<file path="config.mk">
export PLATFORM = sky130hd
export DESIGN_NAME = surf_ctrl_top
export DESIGN_NICKNAME = d
export VERILOG_FILES = /design/src/hdl/surf_ctrl_pkg.sv /design/src/hdl/reg_bus_if.sv /design/src/hdl/bus_ctrl.sv /design/src/hdl/id_ctrl_regs.sv /design/src/hdl/sst_timing.sv /design/src/hdl/bus_trace.sv /design/src/hdl/surf_ctrl_top.sv
export SDC_FILE = /design/constraint.sdc
export NUM_CORES = 1
export LEC_CHECK = 0
export BUFFER_PORTS_ARGS = -buffer_cell sky130_fd_sc_hd__buf_2
export CORE_MARGIN = 10
export CORE_UTILIZATION = 40
export DETAILED_ROUTE_END_ITERATION = 10
export GPL_ROUTABILITY_DRIVEN = 0
export PLACE_DENSITY_LB_ADDON = 0.25
export REMOVE_ABC_BUFFERS = 1
export SETUP_SLACK_MARGIN = 0.05
export SYNTH_ARGS = -nofsm -noshare
export SYNTH_HDL_FRONTEND = slang
export SYNTH_HIERARCHICAL = 1
export SYNTH_SLANG_ARGS = --single-unit
</file>
<file path="constraint.sdc">
create_clock -name sys_clk -period 4.2 [get_ports sys_clk]
set_clock_uncertainty 0.2 [all_clocks]
set_input_delay 0.21 -clock sys_clk [delete_from_list [all_inputs] [get_ports sys_clk]]
set_output_delay 0.21 -clock sys_clk [all_outputs]
set_load 0.1 [all_outputs]
</file>
<file path="src/hdl/surf_ctrl_pkg.sv">
package surf_ctrl_pkg;

	// Bus widths.
	localparam int DATA_W = 32;
	localparam int ADDR_W = 16;
	localparam int STRB_W = DATA_W / 8;

	// Region select lives in the top nibble of the byte address.
	localparam int REGION_LSB = 12;
	localparam int REGION_W = ADDR_W - REGION_LSB;
	// Offset inside a region, as carried on the internal register bus.
	localparam int OFS_W = REGION_LSB;

	// Region numbers.
	localparam logic [REGION_W-1:0] REGION_ID = REGION_W'(0);
	localparam logic [REGION_W-1:0] REGION_TRACE = REGION_W'(1);

	// ID/control register offsets.
	localparam logic [OFS_W-1:0] VERSION_OFS = 12'h000;
	localparam logic [OFS_W-1:0] SCRATCH_OFS = 12'h004;
	localparam logic [OFS_W-1:0] CONTROL_OFS = 12'h008;
	localparam logic [OFS_W-1:0] STATUS_OFS = 12'h00C;

	// Trace region offsets, 8 bytes per entry from the entry base.
	localparam logic [OFS_W-1:0] TRACE_COUNT_OFS = 12'h000;
	localparam logic [OFS_W-1:0] TRACE_ENTRY_BASE = 12'h100;

	// Firmware version fields, most significant first.
	localparam logic [3:0] BOARD_REV = 4'h1;
	localparam logic [3:0] VER_MONTH = 4'd6;
	localparam logic [7:0] VER_DAY = 8'd27;
	localparam logic [3:0] VER_MAJOR = 4'd0;
	localparam logic [3:0] VER_MINOR = 4'd2;
	localparam logic [7:0] VER_REVISION = 8'd11;
	localparam logic [DATA_W-1:0] VERSION_WORD = {BOARD_REV, VER_MONTH, VER_DAY,
		VER_MAJOR, VER_MINOR, VER_REVISION};

	// CONTROL register fields.
	localparam int CTRL_LED_LSB = 0;
	localparam int CTRL_LED_W = 4;
	localparam int CTRL_TIMING_EN_BIT = 8;

	// Sync period counter width, as read from STATUS.
	localparam int SYNC_CNT_W = 16;

	// Bus controller states.
	typedef enum logic [1:0] {IDLE, ACCESS, WAIT_ACK, RESP} bus_state_t;

	// AXI response codes.
	typedef enum logic [1:0] {OKAY = 2'b00, SLVERR = 2'b10} resp_t;

endpackage

</file>
<file path="src/hdl/reg_bus_if.sv">
`timescale 1ns/100ps

interface reg_bus_if;

	// Request side, one-cycle strobe with qualifiers.
	logic req;
	logic we;
	logic [surf_ctrl_pkg::OFS_W-1:0] addr;
	logic [surf_ctrl_pkg::DATA_W-1:0] wdata;
	logic [surf_ctrl_pkg::STRB_W-1:0] wstrb;

	// Answer side, one cycle after req.
	logic ack;
	logic err;
	logic [surf_ctrl_pkg::DATA_W-1:0] rdata;

	// Bus controller view.
	modport ctrl(output req, we, addr, wdata, wstrb, input ack, err, rdata);

	// Register block view.
	modport target(input req, we, addr, wdata, wstrb, output ack, err, rdata);

endinterface

</file>
<file path="src/hdl/bus_ctrl.sv">
`timescale 1ns/100ps

module bus_ctrl (
	input  logic sys_clk,
	input  logic rst_n_i,
	// AXI4-Lite write address.
	input  logic [surf_ctrl_pkg::ADDR_W-1:0] s_awaddr_i,
	input  logic s_awvalid_i,
	output logic s_awready_o,
	// AXI4-Lite write data.
	input  logic [surf_ctrl_pkg::DATA_W-1:0] s_wdata_i,
	input  logic [surf_ctrl_pkg::STRB_W-1:0] s_wstrb_i,
	input  logic s_wvalid_i,
	output logic s_wready_o,
	// AXI4-Lite write response.
	output logic [1:0] s_bresp_o,
	output logic s_bvalid_o,
	input  logic s_bready_i,
	// AXI4-Lite read address.
	input  logic [surf_ctrl_pkg::ADDR_W-1:0] s_araddr_i,
	input  logic s_arvalid_i,
	output logic s_arready_o,
	// AXI4-Lite read data.
	output logic [surf_ctrl_pkg::DATA_W-1:0] s_rdata_o,
	output logic [1:0] s_rresp_o,
	output logic s_rvalid_o,
	input  logic s_rready_i,
	// Register regions.
	reg_bus_if.ctrl id_bus,
	reg_bus_if.ctrl trace_bus,
	// Capture channel into the trace buffer.
	output logic cap_valid_o,
	output logic cap_we_o,
	output logic [surf_ctrl_pkg::ADDR_W-1:0] cap_addr_o,
	output logic [surf_ctrl_pkg::DATA_W-1:0] cap_data_o
);

	surf_ctrl_pkg::bus_state_t state_q;
	surf_ctrl_pkg::resp_t resp_q;
	logic we_q;
	logic sel_trace_q;
	logic [surf_ctrl_pkg::ADDR_W-1:0] addr_q;
	logic [surf_ctrl_pkg::DATA_W-1:0] wdata_q;
	logic [surf_ctrl_pkg::STRB_W-1:0] wstrb_q;
	logic [surf_ctrl_pkg::DATA_W-1:0] rdata_q;
	logic aw_take;
	logic ar_take;
	logic [surf_ctrl_pkg::ADDR_W-1:0] new_addr;
	logic [surf_ctrl_pkg::REGION_W-1:0] region;
	logic region_ok;
	logic sel_ack;
	logic sel_err;
	logic [surf_ctrl_pkg::DATA_W-1:0] sel_rdata;

	// Write needs both AW and W; it also wins a tie with AR.
	assign aw_take = (state_q == surf_ctrl_pkg::IDLE) && s_awvalid_i && s_wvalid_i;
	// Read only when no write is on its way.
	assign ar_take = (state_q == surf_ctrl_pkg::IDLE) && s_arvalid_i
		&& !s_awvalid_i && !s_wvalid_i;

	assign s_awready_o = aw_take;
	assign s_wready_o = aw_take;
	assign s_arready_o = ar_take;

	// Region decode on the incoming address.
	assign new_addr = aw_take ? s_awaddr_i : s_araddr_i;
	assign region = new_addr[surf_ctrl_pkg::ADDR_W-1:surf_ctrl_pkg::REGION_LSB];
	assign region_ok = (region == surf_ctrl_pkg::REGION_ID)
		|| (region == surf_ctrl_pkg::REGION_TRACE);

	// Answer from whichever region was addressed.
	assign sel_ack = sel_trace_q ? trace_bus.ack : id_bus.ack;
	assign sel_err = sel_trace_q ? trace_bus.err : id_bus.err;
	assign sel_rdata = sel_trace_q ? trace_bus.rdata : id_bus.rdata;

	// Controller FSM.
	always_ff @(posedge sys_clk) begin
		if (!rst_n_i) begin
			state_q <= surf_ctrl_pkg::IDLE;
			resp_q <= surf_ctrl_pkg::OKAY;
			we_q <= 1'b0;
			sel_trace_q <= 1'b0;
		end else begin
			case (state_q)
				surf_ctrl_pkg::IDLE: begin
					if (aw_take || ar_take) begin
						we_q <= aw_take;
						sel_trace_q <= (region == surf_ctrl_pkg::REGION_TRACE);
						// Undecoded region skips the request.
						if (region_ok) begin
							state_q <= surf_ctrl_pkg::ACCESS;
						end else begin
							resp_q <= surf_ctrl_pkg::SLVERR;
							state_q <= surf_ctrl_pkg::RESP;
						end
					end
				end
				surf_ctrl_pkg::ACCESS: begin
					state_q <= surf_ctrl_pkg::WAIT_ACK;
				end
				surf_ctrl_pkg::WAIT_ACK: begin
					if (sel_ack) begin
						resp_q <= sel_err ? surf_ctrl_pkg::SLVERR : surf_ctrl_pkg::OKAY;
						state_q <= surf_ctrl_pkg::RESP;
					end
				end
				default: begin
					// Hold the response until the master takes it.
					if (we_q ? s_bready_i : s_rready_i) begin
						state_q <= surf_ctrl_pkg::IDLE;
					end
				end
			endcase
		end
	end

	// Latched access and read data.
	always_ff @(posedge sys_clk) begin
		if (aw_take || ar_take) begin
			addr_q <= new_addr;
			wdata_q <= s_wdata_i;
			wstrb_q <= s_wstrb_i;
			rdata_q <= '0;
		end else if ((state_q == surf_ctrl_pkg::WAIT_ACK) && sel_ack) begin
			rdata_q <= sel_err ? '0 : sel_rdata;
		end
	end

	// One request strobe, steered to the chosen region.
	assign id_bus.req = (state_q == surf_ctrl_pkg::ACCESS) && !sel_trace_q;
	assign trace_bus.req = (state_q == surf_ctrl_pkg::ACCESS) && sel_trace_q;
	assign id_bus.we = we_q;
	assign trace_bus.we = we_q;
	assign id_bus.addr = addr_q[surf_ctrl_pkg::OFS_W-1:0];
	assign trace_bus.addr = addr_q[surf_ctrl_pkg::OFS_W-1:0];
	assign id_bus.wdata = wdata_q;
	assign trace_bus.wdata = wdata_q;
	assign id_bus.wstrb = wstrb_q;
	assign trace_bus.wstrb = wstrb_q;

	// Response channels.
	assign s_bvalid_o = (state_q == surf_ctrl_pkg::RESP) && we_q;
	assign s_rvalid_o = (state_q == surf_ctrl_pkg::RESP) && !we_q;
	assign s_bresp_o = resp_q;
	assign s_rresp_o = resp_q;
	assign s_rdata_o = rdata_q;

	// Trace capture of clean ID-region accesses.
	always_ff @(posedge sys_clk) begin
		if (!rst_n_i) begin
			cap_valid_o <= 1'b0;
		end else begin
			cap_valid_o <= (state_q == surf_ctrl_pkg::WAIT_ACK) && sel_ack
				&& !sel_err && !sel_trace_q;
		end
	end

	// Capture payload, write data or returned read data.
	always_ff @(posedge sys_clk) begin
		cap_we_o <= we_q;
		cap_addr_o <= addr_q;
		cap_data_o <= we_q ? wdata_q : sel_rdata;
	end

endmodule

</file>
<file path="src/hdl/id_ctrl_regs.sv">
`timescale 1ns/100ps

module id_ctrl_regs (
	input  logic sys_clk,
	input  logic rst_n_i,
	reg_bus_if.target bus_i,
	input  logic [surf_ctrl_pkg::SYNC_CNT_W-1:0] sync_count_i,
	output logic [surf_ctrl_pkg::CTRL_LED_W-1:0] led_o,
	output logic timing_en_o
);

	logic [surf_ctrl_pkg::DATA_W-1:0] scratch_q;
	logic [surf_ctrl_pkg::DATA_W-1:0] control_q;
	logic [surf_ctrl_pkg::DATA_W-1:0] rdata_q;
	logic ack_q;
	logic err_q;
	logic mapped;
	logic wr_scratch;
	logic wr_control;

	// Offset decode.
	assign mapped = (bus_i.addr == surf_ctrl_pkg::VERSION_OFS)
		|| (bus_i.addr == surf_ctrl_pkg::SCRATCH_OFS)
		|| (bus_i.addr == surf_ctrl_pkg::CONTROL_OFS)
		|| (bus_i.addr == surf_ctrl_pkg::STATUS_OFS);
	assign wr_scratch = bus_i.req && bus_i.we && (bus_i.addr == surf_ctrl_pkg::SCRATCH_OFS);
	assign wr_control = bus_i.req && bus_i.we && (bus_i.addr == surf_ctrl_pkg::CONTROL_OFS);

	// Acknowledge one cycle after the request.
	always_ff @(posedge sys_clk) begin
		if (!rst_n_i) begin
			ack_q <= 1'b0;
			err_q <= 1'b0;
		end else begin
			ack_q <= bus_i.req;
			err_q <= bus_i.req && !mapped;
		end
	end

	// Scratch word, byte lanes under wstrb.
	always_ff @(posedge sys_clk) begin
		for (int b = 0; b < surf_ctrl_pkg::STRB_W; b++) begin
			if (wr_scratch && bus_i.wstrb[b]) begin
				scratch_q[8*b +: 8] <= bus_i.wdata[8*b +: 8];
			end
		end
	end

	// Control word.
	// LEDs and timing enable must come up off.
	always_ff @(posedge sys_clk) begin
		if (!rst_n_i) begin
			control_q <= '0;
		end else begin
			for (int b = 0; b < surf_ctrl_pkg::STRB_W; b++) begin
				if (wr_control && bus_i.wstrb[b]) begin
					control_q[8*b +: 8] <= bus_i.wdata[8*b +: 8];
				end
			end
		end
	end

	// Read mux, registered with the ack.
	always_ff @(posedge sys_clk) begin
		if (bus_i.req) begin
			case (bus_i.addr)
				surf_ctrl_pkg::VERSION_OFS: rdata_q <= surf_ctrl_pkg::VERSION_WORD;
				surf_ctrl_pkg::SCRATCH_OFS: rdata_q <= scratch_q;
				surf_ctrl_pkg::CONTROL_OFS: rdata_q <= control_q;
				surf_ctrl_pkg::STATUS_OFS: rdata_q <= surf_ctrl_pkg::DATA_W'(sync_count_i);
				default: rdata_q <= '0;
			endcase
		end
	end

	assign bus_i.ack = ack_q;
	assign bus_i.err = err_q;
	assign bus_i.rdata = rdata_q;

	// Control fields out to the board.
	assign led_o = control_q[surf_ctrl_pkg::CTRL_LED_LSB +: surf_ctrl_pkg::CTRL_LED_W];
	assign timing_en_o = control_q[surf_ctrl_pkg::CTRL_TIMING_EN_BIT];

endmodule

</file>
<file path="src/hdl/sst_timing.sv">
`timescale 1ns/100ps

module sst_timing #(
	parameter int SYNC_PERIODS = 8
) (
	input  logic sys_clk,
	input  logic rst_n_i,
	input  logic enable_i,
	output logic sst_o,
	output logic sync_o,
	output logic [surf_ctrl_pkg::SYNC_CNT_W-1:0] sync_count_o
);

	// Wide enough to count to SYNC_PERIODS-1.
	localparam int PER_W = (SYNC_PERIODS > 1) ? $clog2(SYNC_PERIODS) : 1;

	logic [1:0] phase_q;
	logic div4_flag_q;
	logic [1:0] div4_delay_q;
	logic sst_q;
	logic sync_q;
	logic [PER_W-1:0] period_q;
	logic [surf_ctrl_pkg::SYNC_CNT_W-1:0] sync_count_q;

	// Disable parks the whole block at zero.
	always_ff @(posedge sys_clk) begin
		if (!rst_n_i || !enable_i) begin
			phase_q <= 2'd0;
			div4_flag_q <= 1'b0;
			div4_delay_q <= 2'd0;
			sst_q <= 1'b0;
			sync_q <= 1'b0;
			period_q <= '0;
			sync_count_q <= '0;
		end else begin
			phase_q <= phase_q + 2'd1;
			// Flag marks the first clock of each 4-clock period.
			div4_flag_q <= (phase_q == 2'd3);
			div4_delay_q <= {div4_delay_q[0], div4_flag_q};
			// Stretch the flag into a half-duty SST copy.
			if (div4_flag_q) begin
				sst_q <= 1'b1;
			end else if (div4_delay_q[1]) begin
				sst_q <= 1'b0;
			end
			// Count phase wraps into sync half-periods.
			if (phase_q == 2'd3) begin
				if (period_q == PER_W'(SYNC_PERIODS - 1)) begin
					period_q <= '0;
					sync_q <= ~sync_q;
					sync_count_q <= sync_count_q + surf_ctrl_pkg::SYNC_CNT_W'(1);
				end else begin
					period_q <= period_q + PER_W'(1);
				end
			end
		end
	end

	assign sst_o = sst_q;
	assign sync_o = sync_q;
	assign sync_count_o = sync_count_q;

endmodule

</file>
<file path="src/hdl/bus_trace.sv">
`timescale 1ns/100ps

module bus_trace #(
	parameter int TRACE_DEPTH = 16
) (
	input  logic sys_clk,
	input  logic rst_n_i,
	reg_bus_if.target bus_i,
	input  logic cap_valid_i,
	input  logic cap_we_i,
	input  logic [surf_ctrl_pkg::ADDR_W-1:0] cap_addr_i,
	input  logic [surf_ctrl_pkg::DATA_W-1:0] cap_data_i
);

	localparam int PTR_W = $clog2(TRACE_DEPTH);
	localparam int CNT_W = PTR_W + 1;
	// First offset past the last entry.
	localparam int ENTRY_END = int'(surf_ctrl_pkg::TRACE_ENTRY_BASE) + 8 * TRACE_DEPTH;
	// Zero fill between the write flag and the address.
	localparam int PAD_W = surf_ctrl_pkg::DATA_W - 1 - surf_ctrl_pkg::ADDR_W;

	// Capture memory with one slot per access.
	logic mem_we [TRACE_DEPTH];
	logic [surf_ctrl_pkg::ADDR_W-1:0] mem_addr [TRACE_DEPTH];
	logic [surf_ctrl_pkg::DATA_W-1:0] mem_data [TRACE_DEPTH];

	logic [PTR_W-1:0] wr_ptr_q;
	logic [CNT_W-1:0] count_q;
	logic [surf_ctrl_pkg::DATA_W-1:0] rdata_q;
	logic ack_q;
	logic err_q;
	logic is_count;
	logic in_entries;
	logic clear;
	logic [surf_ctrl_pkg::OFS_W-1:0] ent_ofs;
	logic [PTR_W-1:0] ent_idx;
	logic [PTR_W-1:0] rd_ptr;

	// Offset decode.
	assign is_count = (bus_i.addr == surf_ctrl_pkg::TRACE_COUNT_OFS);
	assign in_entries = (bus_i.addr >= surf_ctrl_pkg::TRACE_ENTRY_BASE)
		&& (int'(bus_i.addr) < ENTRY_END);
	assign clear = bus_i.req && bus_i.we && is_count;

	// Entry 0 is the oldest stored access.
	assign ent_ofs = bus_i.addr - surf_ctrl_pkg::TRACE_ENTRY_BASE;
	assign ent_idx = ent_ofs[3 +: PTR_W];
	assign rd_ptr = wr_ptr_q - count_q[PTR_W-1:0] + ent_idx;

	// Write pointer wraps; count saturates at the depth.
	always_ff @(posedge sys_clk) begin
		if (!rst_n_i || clear) begin
			wr_ptr_q <= '0;
			count_q <= '0;
		end else if (cap_valid_i) begin
			wr_ptr_q <= wr_ptr_q + PTR_W'(1);
			if (count_q != CNT_W'(TRACE_DEPTH)) begin
				count_q <= count_q + CNT_W'(1);
			end
		end
	end

	// Store the access. Oldest slot is overwritten when full.
	always_ff @(posedge sys_clk) begin
		if (cap_valid_i) begin
			mem_we[wr_ptr_q] <= cap_we_i;
			mem_addr[wr_ptr_q] <= cap_addr_i;
			mem_data[wr_ptr_q] <= cap_data_i;
		end
	end

	// Acknowledge one cycle after the request.
	always_ff @(posedge sys_clk) begin
		if (!rst_n_i) begin
			ack_q <= 1'b0;
			err_q <= 1'b0;
		end else begin
			ack_q <= bus_i.req;
			err_q <= bus_i.req && !(is_count || in_entries);
		end
	end

	// Readback where bit 2 picks the address word or the data word.
	always_ff @(posedge sys_clk) begin
		if (bus_i.req) begin
			if (is_count) begin
				rdata_q <= surf_ctrl_pkg::DATA_W'(count_q);
			end else if (in_entries && ent_ofs[2]) begin
				rdata_q <= mem_data[rd_ptr];
			end else if (in_entries) begin
				rdata_q <= {mem_we[rd_ptr], {PAD_W{1'b0}}, mem_addr[rd_ptr]};
			end else begin
				rdata_q <= '0;
			end
		end
	end

	assign bus_i.ack = ack_q;
	assign bus_i.err = err_q;
	assign bus_i.rdata = rdata_q;

endmodule

</file>
<file path="src/hdl/surf_ctrl_top.sv">
`timescale 1ns/100ps

module surf_ctrl_top #(
	parameter int TRACE_DEPTH = 16,
	parameter int SYNC_PERIODS = 8
) (
	input  logic sys_clk,
	input  logic rst_n_i,
	input  logic [surf_ctrl_pkg::ADDR_W-1:0] s_awaddr_i,
	input  logic s_awvalid_i,
	output logic s_awready_o,
	input  logic [surf_ctrl_pkg::DATA_W-1:0] s_wdata_i,
	input  logic [surf_ctrl_pkg::STRB_W-1:0] s_wstrb_i,
	input  logic s_wvalid_i,
	output logic s_wready_o,
	output logic [1:0] s_bresp_o,
	output logic s_bvalid_o,
	input  logic s_bready_i,
	input  logic [surf_ctrl_pkg::ADDR_W-1:0] s_araddr_i,
	input  logic s_arvalid_i,
	output logic s_arready_o,
	output logic [surf_ctrl_pkg::DATA_W-1:0] s_rdata_o,
	output logic [1:0] s_rresp_o,
	output logic s_rvalid_o,
	input  logic s_rready_i,
	output logic [surf_ctrl_pkg::CTRL_LED_W-1:0] led_o,
	output logic sst_o,
	output logic sync_o
);

	// One register bus per region.
	reg_bus_if id_bus ();
	reg_bus_if trace_bus ();

	logic cap_valid;
	logic cap_we;
	logic [surf_ctrl_pkg::ADDR_W-1:0] cap_addr;
	logic [surf_ctrl_pkg::DATA_W-1:0] cap_data;
	logic timing_en;
	logic [surf_ctrl_pkg::SYNC_CNT_W-1:0] sync_count;

	// AXI slave and region decode.
	bus_ctrl u_bus_ctrl (
		.sys_clk(sys_clk), .rst_n_i(rst_n_i),
		.s_awaddr_i(s_awaddr_i), .s_awvalid_i(s_awvalid_i), .s_awready_o(s_awready_o),
		.s_wdata_i(s_wdata_i), .s_wstrb_i(s_wstrb_i), .s_wvalid_i(s_wvalid_i),
		.s_wready_o(s_wready_o),
		.s_bresp_o(s_bresp_o), .s_bvalid_o(s_bvalid_o), .s_bready_i(s_bready_i),
		.s_araddr_i(s_araddr_i), .s_arvalid_i(s_arvalid_i), .s_arready_o(s_arready_o),
		.s_rdata_o(s_rdata_o), .s_rresp_o(s_rresp_o), .s_rvalid_o(s_rvalid_o),
		.s_rready_i(s_rready_i),
		.id_bus(id_bus.ctrl), .trace_bus(trace_bus.ctrl),
		.cap_valid_o(cap_valid), .cap_we_o(cap_we),
		.cap_addr_o(cap_addr), .cap_data_o(cap_data)
	);

	// Version, scratch, control and status.
	id_ctrl_regs u_id_ctrl_regs (
		.sys_clk(sys_clk), .rst_n_i(rst_n_i), .bus_i(id_bus.target),
		.sync_count_i(sync_count), .led_o(led_o), .timing_en_o(timing_en)
	);

	// Record of ID-region accesses.
	bus_trace #(.TRACE_DEPTH(TRACE_DEPTH)) u_bus_trace (
		.sys_clk(sys_clk), .rst_n_i(rst_n_i), .bus_i(trace_bus.target),
		.cap_valid_i(cap_valid), .cap_we_i(cap_we),
		.cap_addr_i(cap_addr), .cap_data_i(cap_data)
	);

	// SST and sync phase generation.
	sst_timing #(.SYNC_PERIODS(SYNC_PERIODS)) u_sst_timing (
		.sys_clk(sys_clk), .rst_n_i(rst_n_i), .enable_i(timing_en),
		.sst_o(sst_o), .sync_o(sync_o), .sync_count_o(sync_count)
	);

endmodule

</file>
# Yosys cells after proc, flatten, opt, wreduce, memory -nomap -nowiden
# Memory sizes are Yosys's and may differ from the RTL's.
# Cells that the tools add are included.
dict set report totals {
  word_cells 146
  mem_bits_ro 0
  latchBits 0
  in_bits 75
  register_bits 307
  ramBits 784
  memories 3
}
# memory depth word_bits rd rd_ports_with_merged_regs write_ports line
set mem_list {}
lappend mem_list {u_bus_trace.mem_data 16 32 1 0 1 bus_trace.sv:25} ;# logic [surf_ctrl_pkg::DATA_W-1:0] mem_data [TRACE_DEPTH];
lappend mem_list {u_bus_trace.mem_addr 16 16 1 0 1 bus_trace.sv:24} ;# logic [surf_ctrl_pkg::ADDR_W-1:0] mem_addr [TRACE_DEPTH];
lappend mem_list {u_bus_trace.mem_we 16 1 1 0 1 bus_trace.sv:23} ;# logic mem_we [TRACE_DEPTH];
dict set report op_classes {
  order_cmp 2
  shift 0
  n_eq_ne 13
  multipliers 0
  bitwise 1
  muxes 26
  addsub 8
  div_mod_pow 0
  reduce_logical 57
}
# op count
set ops {}
lappend ops {{2-to-1 mux 32 bit} 5}
lappend ops {{case mux 32 bit (4 select lines)} 1}
lappend ops {{logical AND 1 bit} 29}
lappend ops {{equality test 12 x 4 -> 1 bit, second input constant} 2}
lappend ops {{adder 16 x 1 -> 16 bit, second input constant} 1}
lappend ops {{2-to-1 mux 16 bit} 1}
lappend ops {{2-to-1 mux 2 bit} 8}
lappend ops {{equality test 12 x 3 -> 1 bit, second input constant} 1}
lappend ops {{greater-or-equal comparator 12 x 9 -> 1 bit, second input constant} 1}
lappend ops {{zero test 12 bit} 1}
lappend ops {{< comparator 12 x 9 -> 1 bit, second input constant} 1}
lappend ops {{zero test 1 bit} 9}
lappend ops {{logical OR 1 bit} 8}
lappend ops {{2-to-1 mux 1 bit} 7}
lappend ops {{subtractor 7 x 1 -> 7 bit, second input constant} 1}
lappend ops {{equality test 2 bit, second input constant} 3}
lappend ops {{case mux 2 bit (3 select lines)} 1}
lappend ops {{AND reduction 2 bit} 3}
lappend ops {{adder 5 x 1 -> 5 bit, second input constant} 1}
lappend ops {{2-to-1 mux 5 bit} 1}
lappend ops {{!= test 5 bit, second input constant} 1}
lappend ops {{adder 4 x 1 -> 4 bit, second input constant} 1}
lappend ops {{adder 4 bit} 1}
lappend ops {{equality test 4 x 1 -> 1 bit, second input constant} 1}
lappend ops {{16 further kinds} 18}

# Depth between registers and ports, before layout
dict set report depth {
  depth_word 9
  ltp_mapped 13
  mapped_depth_nobuf 10
}

# Cells and area by module
# Netlist, hierarchy kept.
# module area_each_um2 seq_area_each_um2 n_inst cells_per_inst
set by_module_without_submodules {}
lappend by_module_without_submodules {bus_trace 31809.3 24723.7 1 1428}
lappend by_module_without_submodules {bus_ctrl 5526.6 3303.2 1 421}
lappend by_module_without_submodules {id_ctrl_regs 4030.1 2602.5 1 303}
lappend by_module_without_submodules {sst_timing 1053.5 520.5 1 115}

# Worst setup path after synthesis
# No wires, ideal clock.
dict set report synth_path {
  kind {register to register}
  start {reg u_bus_ctrl.sel_trace_q}
  end {reg u_id_ctrl_regs/scratch_q[0] in the netlist's numbering, enable pin}
  synth_period_minus_slack_ns 3.727
  setup_slack_ns 0.473
  path_stages_with_launch 6
  n_path_buf 2
  t_arrival_ns 3.154
  cell_sequence {dfxtp_1 > buf_6 > clkbuf_1 > nor2b_1 > nand3_1 > nor2_1}
}
dict set report synth_between {
  elab_chain_len 5
}
# element line
set synth_rtl {}
lappend synth_rtl {{start: declaration} bus_ctrl.sv:41} ;# logic sel_trace_q;
lappend synth_rtl {{start signal: assignment} bus_ctrl.sv:88} ;# sel_trace_q <= (region == surf_ctrl_pkg::REGION_TRACE);
lappend synth_rtl {{zero test 1 bit} bus_ctrl.sv:130} ;# assign id_bus.req = (state_q == surf_ctrl_pkg::ACCESS) && !sel_trace_q;
lappend synth_rtl {{logical AND 1 bit} bus_ctrl.sv:130}
lappend synth_rtl {{net id_bus.req} reg_bus_if.sv:6} ;# logic req;
lappend synth_rtl {{logical AND 1 bit (2 in a row)} id_ctrl_regs.sv:26} ;# assign wr_scratch = bus_i.req && bus_i.we && (bus_i.addr == surf_ctrl_pkg::SCRATCH_OFS);
lappend synth_rtl {{logical AND 1 bit} id_ctrl_regs.sv:43} ;# if (wr_scratch && bus_i.wstrb[b]) begin
lappend synth_rtl {{end signal: indexed assignment} id_ctrl_regs.sv:44} ;# scratch_q[8*b +: 8] <= bus_i.wdata[8*b +: 8];
lappend synth_rtl {{end: declaration} id_ctrl_regs.sv:12} ;# logic [surf_ctrl_pkg::DATA_W-1:0] scratch_q;
# The timed path passes the listed nets, and every way through them passes these cells.
# A chain may end at the register's enable or synchronous reset.

# Final worst setup path
dict set report layout_path {
  start {reg u_bus_trace.wr_ptr_q[1]}
  end {reg u_bus_trace.rdata_q (netlist bit u_bus_trace/bus_i.rdata[3]), data pin}
}
dict set report layout_between {
  elab_chain_len 6
}
# element line
set layout_rtl {}
lappend layout_rtl {{start: declaration} bus_trace.sv:27} ;# logic [PTR_W-1:0] wr_ptr_q;
lappend layout_rtl {{start signal: assignment} bus_trace.sv:56} ;# wr_ptr_q <= wr_ptr_q + PTR_W'(1);
lappend layout_rtl {{subtractor 4 bit (*)} bus_trace.sv:48} ;# assign rd_ptr = wr_ptr_q - count_q[PTR_W-1:0] + ent_idx;
lappend layout_rtl {{adder 4 bit (*)} bus_trace.sv:48}
lappend layout_rtl {{memory read (16 x 16 bit)} --}
lappend layout_rtl {{2-to-1 mux 32 bit} bus_trace.sv:90} ;# end else if (in_entries) begin
lappend layout_rtl {{2-to-1 mux 32 bit (*)} bus_trace.sv:88} ;# end else if (in_entries && ent_ofs[2]) begin
lappend layout_rtl {{2-to-1 mux 5 bit (*)} bus_trace.sv:86} ;# if (is_count) begin
lappend layout_rtl {{end signal: assignment} bus_trace.sv:87} ;# rdata_q <= surf_ctrl_pkg::DATA_W'(count_q);
lappend layout_rtl {{end signal: assignment} bus_trace.sv:89} ;# rdata_q <= mem_data[rd_ptr];
lappend layout_rtl {{end signal: assignment} bus_trace.sv:91} ;# rdata_q <= {mem_we[rd_ptr], {PAD_W{1'b0}}, mem_addr[rd_ptr]};
lappend layout_rtl {{end: declaration} bus_trace.sv:29} ;# logic [surf_ctrl_pkg::DATA_W-1:0] rdata_q;
# Mark *: on every way between the ends. The rest lies on a longest branch, timed or not.

==> impl_results.md <==
* Slew @ Worst Pin at 1.16 ns
* Clock tree buffer depth at 3
* CTS tree: built
* Critical path fanouts, max at 24
* Hold Crit Class: in -> reg
* IO Count at 122
* Slew margin rel. at 22.6%
* Outcome: finished, final reports clean
* Iteration-0 DRC Markers at 2200
* Total track usage at 18.2%
* Clock transition at path regs at 0.06 ns
* Clock root cell: clkbuf_16
* PwrDens at 569 mW/mm^2
* Gate Count Post-Synth at 2231
* Hold slack at 0.0164 ns
* Pre-Repair DR Iteration Count at 5
* Die Ht at 345 microns
* Tmin final at 3.90 ns
* WP data arrival at 4.12 ns
* Pleak at 16.4 nW
* Post-CTS sizing at 0
* Total inserted antenna cells at 0
* Post-detail-place hpwl at 64000 microns
* DRT antenna net count at 0
* Share of the clock period used by the worst path at 92.8%
* Port Buffers at 119
* Fin. Hold Viols at 0
* Crit end category: flip-flop
* Placed Instances at 3676
* Mean post-synth cell area at 18.9 sq um
* Number of fill cells at 8769
* Postcts setup bufs at 0
* Core area at 0.105 sq mm
* Clk sink count at 1090
* Unrepaired setup endpoints after global routing: no
* Final setup viols at 0
* Post-cts hold buffer count at 86
* Ys Warns at 6
* Synthesis-to-finish area growth at 16.7%
* Vias at 21974
* Share of layout cells above drive strength 1 at 26.4%
* DRC errors left at 0
* H-tree Lvls at 3
* Routed wire per std cell at 27.4 microns
* Global-route wire length before repair at 159000 microns
* Worst skew pair latency at 0.70 ns
* Peak VDD IR at 0.454 mV
* Max Clk Rate at 256 MHz
* CP Class: reg -> reg
* Vias/cell at 5.53
* Slew Limit Fails at 0
* Crit start category: flip-flop
* Largest net degree at the start of global routing at 57
* Leading cell type in the layout, fill and taps excluded: edfxtp_1
* Max-cap check violation count at 0
* Global route overflow at 0
* Post-Layout Cell Count at 3972
* Critical Path RT at 4.42 ns
* Most frequent cells in the layout: edfxtp_1, mux4_2, dfxtp_1
* Die ar. at 0.119 sq mm
* Initial Util at 40.2%
* Vias in the first global route at 22636
* Layout Nets at 2579
* Die W at 345 microns
* Initial antenna violation count at 6
* DRT Wirelength at 109000 microns
* Num CTS Buffers at 110
* Cell Rows at 119
* Cell Area, Synth at 0.0421 sq mm
-- stage by stage --
stage / TNS, ns / setup slack, ns / util, % / area, sq um / power, mW
after global routing: 0 / 0.115 / 46.9 / 49200 / 29.0
after global placement: 0 / 0.330 / 42.6 / 44700 / 18.2
final: 0 / 0.301 / 46.9 / 49200 / 28.0
after floorplan: -172.88 / -5.52 / - / 41300 / 16.9
after detailed placement: 0 / 0.306 / 42.6 / 44700 / 18.3
after CTS: 0 / 0.298 / 46.9 / 49200 / 28.2
-- per-layer routing --
metal,GRT usage [%],vias to the layer above,part of all wire (%),wire (microns)
met5,0,-,0.0083,9
met4,4.50,2,2.2,2380
met3,3.64,153,7.6,8250
met2,28.8,800,47,51000
met1,25.8,11640,43,47100
li1,-,9379,-,-
-- final cells by class --
class,instances,area (sq um),area share [%]
sequential,1090,31200,63.3
multi-input combinational,972,10200,20.7
clock buffer,143,2960,6.01
timing repair buffer,288,2400,4.89
tap,1391,1740,3.54
clock inverter,67,699,1.42
inverter,21,78.8,0.160
-- final timing paths --
check                           from                          to  cells after the start  slack [ns]
max          u_bus_trace/wr_ptr_q[1]  u_bus_trace/bus_i.rdata[3]                      9        0.30
min                   s_awaddr_i[12]      u_bus_ctrl/sel_trace_q                      3        0.02
max reg2reg  u_bus_trace/wr_ptr_q[1]  u_bus_trace/bus_i.rdata[3]                      9        0.30
min reg2reg    u_bus_ctrl/addr_q[15]   u_bus_ctrl/cap_addr_o[15]                      0        0.14
-- flip-flops by register name (all words and copies together), names as in the netlist, 2 cells and up --
signal and flops:
u_bus_ctrl/id_bus.wstrb 4, u_bus_trace/wr_ptr_q 4, u_id_ctrl_regs/control_q 32, u_bus_ctrl/addr_q 16, u_id_ctrl_regs/bus_i.rdata 32, u_bus_ctrl/s_rdata_o 32, u_bus_trace/mem_addr 256, u_id_ctrl_regs/scratch_q 32
u_bus_trace/mem_we 16, u_bus_ctrl/cap_addr_o 16, u_sst_timing/phase_q 2, u_sst_timing/period_q 3, u_bus_trace/bus_i.rdata 32, u_bus_ctrl/id_bus.wdata 32, u_sst_timing/sync_count_o 16, u_bus_ctrl/state_q 2
u_bus_ctrl/cap_data_o 32, u_sst_timing/div4_delay_q 2, u_bus_trace/count_q 5, u_bus_trace/mem_data 512
-- power by group --
group	switching [mW]	total (mW)	internal (mW)
Clock	4.12	9.89	5.77
Sequential	0.841	13.7	12.9
Combinational	2.60	4.38	1.78
Total	7.56	28.0	20.4
-- critical path, stage by stage (launching register included) --
cell	delay [ns]
dfxtp_1	0.41
inv_1	0.12
fa_1	0.52
inv_1	0.07
fa_4	0.97
buf_12	0.25
mux4_2	0.52
mux2_2	0.27
o211ai_1	0.17
nand3_1	0.10
Note: power is estimated with default switching activity, not from simulation.
